--- src/hw/dcache_pkg.sv ---
`default_nettype none

package dcache_pkg;

    //////////////////////////////////////////////////////////////////////
    // geometry
    //////////////////////////////////////////////////////////////////////

    localparam int ADDR_W      = 32;
    localparam int WORD_W      = 32;
    localparam int OFFSET_BITS = 2;                                // byte in word
    localparam int SET_BITS    = 9;
    localparam int SETS        = 1 << SET_BITS;                    // 512
    localparam int WAYS        = 4;
    localparam int WAY_BITS    = 2;
    localparam int TAG_W       = ADDR_W - SET_BITS - OFFSET_BITS;  // 21
    localparam int AGE_W       = 4;
    localparam int AGE_MAX     = (1 << AGE_W) - 1;                 // saturates here

    //////////////////////////////////////////////////////////////////////
    // types
    //////////////////////////////////////////////////////////////////////

    typedef logic [ADDR_W-1:0]   addr_t;
    typedef logic [WORD_W-1:0]   word_t;
    typedef logic [TAG_W-1:0]    tag_t;
    typedef logic [SET_BITS-1:0] index_t;
    typedef logic [WAY_BITS-1:0] way_t;
    typedef logic [AGE_W-1:0]    age_t;
    typedef logic [WORD_W/8-1:0] byte_en_t;  // lane k is bits 8k+7..8k

    typedef enum logic [1:0] {
        ST_IDLE,
        ST_WRITE_BACK,
        ST_REFILL
    } cache_state_e;

    // same encoding as the processor port
    typedef enum logic [1:0] {
        SIZE_BYTE = 2'd0,
        SIZE_HALF = 2'd1,
        SIZE_WORD = 2'd2
    } access_size_e;

endpackage

`default_nettype wire

--- src/hw/dcache_ctrl.sv ---
`timescale 1ns/10ps
`default_nettype none

module dcache_ctrl (
    input  wire logic             clk,
    input  wire logic             rst,
    input  wire logic             cpu_req,
    input  wire logic             cpu_wr,
    input  wire logic             hit,
    input  wire dcache_pkg::way_t hit_way,
    input  wire dcache_pkg::way_t victim_way,
    input  wire logic             victim_dirty,
    input  wire logic             mem_ready,
    output logic                  cpu_ready,
    output logic                  mem_req,
    output logic                  mem_wr,
    output logic                  store_en,
    output logic                  fill_en,
    output logic                  read_hit_en,
    output dcache_pkg::way_t      act_way,
    output logic                  wb_sel
);

    import dcache_pkg::*;

    cache_state_e state;
    cache_state_e state_next;
    logic         idle;
    logic         hit_access;

    assign idle       = (state == ST_IDLE);
    assign hit_access = idle && cpu_req && hit;

    //////////////////////////////////////////////////////////////////////
    // miss FSM
    //////////////////////////////////////////////////////////////////////

    always_comb begin
        state_next = state;
        case (state)
            ST_IDLE: begin
                if (cpu_req && !hit) begin
                    state_next = victim_dirty ? ST_WRITE_BACK : ST_REFILL;
                end
            end
            ST_WRITE_BACK: begin
                if (mem_ready) begin
                    state_next = ST_REFILL;   // victim now safe in memory
                end
            end
            ST_REFILL: begin
                if (mem_ready) begin
                    state_next = ST_IDLE;     // retry hits next cycle
                end
            end
            default: state_next = ST_IDLE;
        endcase
    end

    always_ff @(posedge clk) begin
        if (rst) begin
            state <= ST_IDLE;
        end else begin
            state <= state_next;
        end
    end

    //////////////////////////////////////////////////////////////////////
    // strobes
    //////////////////////////////////////////////////////////////////////

    assign cpu_ready   = hit_access;
    assign store_en    = hit_access && cpu_wr;
    assign read_hit_en = hit_access && !cpu_wr;
    assign fill_en     = (state == ST_REFILL) && mem_ready;

    assign mem_req = !idle;
    assign mem_wr  = (state == ST_WRITE_BACK);
    assign wb_sel  = (state == ST_WRITE_BACK);   // victim address on the bus

    assign act_way = idle ? hit_way : victim_way;

    // only a dirty victim may be written out
    assert property (@(posedge clk) disable iff (rst) mem_wr |-> victim_dirty)
        else $error("ctrl: write-back of a line that is not dirty");

    // the refilled line must satisfy the held request
    assert property (@(posedge clk) disable iff (rst) fill_en |=> hit)
        else $error("ctrl: access does not hit after refill");

endmodule

`default_nettype wire

--- config.mk ---
export PLATFORM = sky130hd
export DESIGN_NAME = dcache_ctrl
export DESIGN_NICKNAME = d
export VERILOG_FILES = /design/src/hw/dcache_pkg.sv /design/src/hw/dcache_ctrl.sv
export SDC_FILE = /design/constraint.sdc
export NUM_CORES = 1
export LEC_CHECK = 0
export ABC_AREA = 1
export BUFFER_PORTS_ARGS = -buffer_cell sky130_fd_sc_hd__buf_2
export CAP_MARGIN = 10
export CORE_AREA = 2 2 39 41
export DETAILED_ROUTE_END_ITERATION = 10
export DIE_AREA = 0 0 41 43
export PLACE_DENSITY = 0.53
export REMOVE_ABC_BUFFERS = 1
export SETUP_SLACK_MARGIN = 0.5
export SLEW_MARGIN = 5
export SYNTH_ARGS = -nofsm -noshare
export SYNTH_HDL_FRONTEND = slang
export SYNTH_SLANG_ARGS = --single-unit
export TNS_END_PERCENT = 5
--- constraint.sdc ---
create_clock -name clk -period 0.8 [get_ports clk]
set_input_delay 0 -clock clk [delete_from_list [all_inputs] [get_ports clk]]
set_output_delay 0 -clock clk [all_outputs]
set_load 0.01 [all_outputs]
# After elaboration in Yosys (flattened, before gate mapping)
# Index checks and enable logic that the tools add are counted.
[classes]
eq_ne = 5
n_mux = 6
n_reduce_logical = 11
[ops]
columns = ["op", "n"]
rows = [
  ["two-way mux 2 bit", 5],
  ["logical AND 1 bit", 6],
  ["case mux 2 bit (3 select lines)", 1],
  ["!= test 2 bit (second input constant)", 2],
  ["zero test 1 bit", 3],
  ["AND reduction 3 bit", 1],
  ["== test 2 x 1 -> 1 bit (second input constant)", 1],
  ["== test 2 bit (second input constant)", 1],
  ["zero test 2 bit", 1],
  ["!= test 2 x 1 -> 1 bit (second input constant)", 1],
]
[totals]
elab_cells = 23
input_bits = 11
ff_bits = 2
output_inout_bits = 9

# Longest topological paths before layout
[depth]
depth_word = 4
ltp_mapped = 7
ltp_nobuf = 7

# Worst setup path before layout
# No wires, ideal clock.
[synth_timing]
path_type = "register to register"
start = "register state[0]"
end = "register state[1]"
required_ps = 683
slack_ps = -53
arrival_ps = 736
setup_time_ps = 117
synth_period_minus_slack_ps = 853
stages_incl_launch_ff = 6
cell_sequence = "dfxtp_1 -> nand2_1 -> nor2_1 -> nor2_1 -> nand2_1 -> a21oi_1"
[synth_between]
elab_chain_len = 3
word_cells_on_any_way = 8
[synth_lines]
columns = ["item", "line", "text"]
rows = [
  ["start, declared", "dcache_ctrl.sv:26", "cache_state_e state;"],
  ["start signal, assigned", "dcache_ctrl.sv:64", "state <= state_next;"],
  ["== test 2 bit, or another cell as far along", "dcache_ctrl.sv:40", "case (state)"],
  ["!= test 2 bit (no line) or != test 2 x 1 -> 1 bit (tied branches)", "-", ""],
  ["AND reduction 3 bit (no line)", "-", ""],
]
# Parallel ways exist; a longest one is shown, timed or not.
# A chain may end at the register's enable or synchronous reset.

# Final worst setup path
[layout_timing]
start = "register state[0]"
end = "output store_en"
[layout_between]
elab_chain_len = 4
[layout_lines]
columns = ["item", "line", "text"]
rows = [
  ["zero test 2 bit", "dcache_ctrl.sv:31", "assign idle = (state == ST_IDLE);"],
  ["logical AND 1 bit (2 in series)", "dcache_ctrl.sv:32", "assign hit_access = idle && cpu_req && hit;"],
  ["logical AND 1 bit", "dcache_ctrl.sv:73", "assign store_en = hit_access && cpu_wr;"],
  ["end, declared", "dcache_ctrl.sv:17", "output logic store_en,"],
]
# No other way between the ends.

==> results.txt <==
Outcome: finished, violations left
Failing checks: hold timing, setup timing
Layout cell share with drive strength beyond 1: 0.625
Switching Share: 0.343
GRT Total Usage: 0.0771
Die ar.: 1760 sq um
Total congestion overflow: 0
Net Switching: 0.216 mW
Post-DR vias/cell: 3.73
Sequential share of the synthesized area: 0.204
Logic gate share of total power: 0.447
Clk network pwr share: 0.354
Total vias in the final route: 298
Leakage power: 0.252 nW
Most used routing layer in global routing: met4
Max FFs per register: 2
# IOs: 20
Clock skew: 1.01 ps
Synthesized flop and latch total: 2
Layout area overhead: 102%
Fill cells: 163
Slew HR: 0.901
Reg area: 45.0 sq um
Non-filler instance count after layout: 80
Fin. max-slew vios: 0
Crit start category: flip-flop
Top flop regs: state (2)
Synth warn: 0
Commonest non-fill, non-tap cell in the layout: buf_2
Worst Setup Slack, final: -253 ps
Reg2reg setup slack: -150 ps
Routed Antenna Nets: 0
Slew @ Worst Pin: 148 ps
Antenna Cells: 0
Fin crit period: 1050 ps
Overall Power: 0.630 mW
Clock Latency Late Sink: 220 ps
DR pass1 iterations: 2
Core Box Area: 1380 sq um
GR Util met3: 0
Final Setup Violations: 11
Clock sinks: 2
Largest net degree at the start of global routing: 5
Placed Instance Area: 327 sq um
RSZ-0062 raised after global routing: yes
Routed len/inst: 7.24 um
Gate count of the mapped netlist: 39
Cell variety after synth: 10
Clock-pin slew on the worst setup and hold paths: 30 ps
Worst path arrival time: 1050 ps
Cells after DPL: 76
Site row count: 14
Max Root-Sink Buffers: 2
Ranking of synthesized cells by area: nand2_1, dfxtp_1, inv_1
Pre-CTS setup slack: -153 ps
DR DRC count: 0
Worst-path maximum fanout: 4
CP endpoint kind: output port
Seq pwr share: 0.199
Yosys top cell area share: 0.268
Global-route met2 utilization: 0.100
Htree depth: 1
Worst hold margin: -47.3 ps
CTS Buf Count: 3
Nets@finish: 77
Final hold vios: 2
Pwr/cell area: 1590 nW/um^2
GPL Wtd Cong: 0.690
Mean area per synthesized cell: 5.04 sq um
Die Wd: 41 um
Final Cell Area: 397 sq um
First-pass GRT wire length: 814 um
TritonCTS clock tree: yes
CP Class: reg -> out
Critical path required time: 800 ps
Initial antenna violation count: 0
Peak VDD IR: 0.571 mV
Mapped cell area: 196 sq um
Final cycle utilization of the critical path: 1.32
Vias in the first global route: 245
Met1 Track Usage GR: 0.0764
DP Wirelength: 467 um
Detailed Route WL: 579 um
F_max: 950 MHz
Cell internal pwr: 0.414 mW
Max Cap Violations: 0
Synth area leader: nand2_1
Most frequent cells in the layout: buf_2, nand2_1, inv_1
Clk root buf: clkbuf_4
Multi-input logic area: 133 sq um
Largest Register: state
Port bufs: 19
DR iter-0 viols: 1
Die height: 43 um
Initial Util: 0.142
Hold WC Path Type: in -> reg
cell families after synthesis:
kind of cell | after synthesis | synth area share
and+or+nand+nor | 23 | 0.497
DFF | 2 | 0.204
AOI/OAI and AO/OA | 2 | 0.0510
buffers and inverters | 12 | 0.248
metrics by stage:
step | util | TNS, ps
finish | 0.287 | -2110
global route | 0.287 | -2830
CTS | 0.259 | -2060
detailed placement | 0.236 | -663
global placement | 0.236 | -662
floorplan | - | -105
power by group through the flow:
stage | sequential, mW | combinational (mW) | clock (mW)
5_1_grt | 0.127 | 0.315 | 0.244
2_1_floorplan | 0.125 | 0.126 | 0
3_5_place_dp | 0.128 | 0.231 | 0
4_1_cts | 0.128 | 0.236 | 0.239
6_report | 0.125 | 0.282 | 0.223
3_3_place_gp | 0.128 | 0.231 | 0
final cells by class:
| type | instances | area share |
|---|---|---|
| Timing Repair Buffer | 23 | 0.341 |
| Multi-Input combinational cell | 25 | 0.334 |
| Sequential cell | 2 | 0.114 |
| Inverter | 11 | 0.104 |
| Clock buffer | 3 | 0.0568 |
| Tap cell | 16 | 0.0505 |
per-layer routing:
| metal | part of all wire | up-vias |
|---|---|---|
| met5 | 0 | - |
| met4 | 0.062 | 0 |
| met3 | 0.064 | 4 |
| met2 | 0.49 | 14 |
| met1 | 0.38 | 119 |
| li1 | - | 161 |
what timing repair did:
item / in CTS / in global routing
resized for setup: 4 / 9
setup buffers: 0 / 1
pin swaps: 1 / 5
endpoints found under the hold margin: 2 / 2
setup endpoints to repair: 11 / 11
worst max-delay path: stages (launching register included):
cell     delay (ps)
dfxtp_4         340
nor2_4          160
nand3_2         100
nor2_1           90
buf_2           130
cells in the mapped netlist:
cell type and number:
buf_4 1, nor3_1 1, dfxtp_1 2, nor2_1 5, inv_2 3, a21oi_1 2
nand2_1 14, nand3_1 2, inv_1 8, nor2_4 1
path summary, 6_finish.rpt:
kind | start | to | depth (start not counted)
max | state[0] | store_en | 4
max reg2reg | state[0] | state[0] | 7
min reg2reg | state[1] | state[1] | 3
min | rst | state[0] | 2
Note: power is estimated with default switching activity, not from simulation.
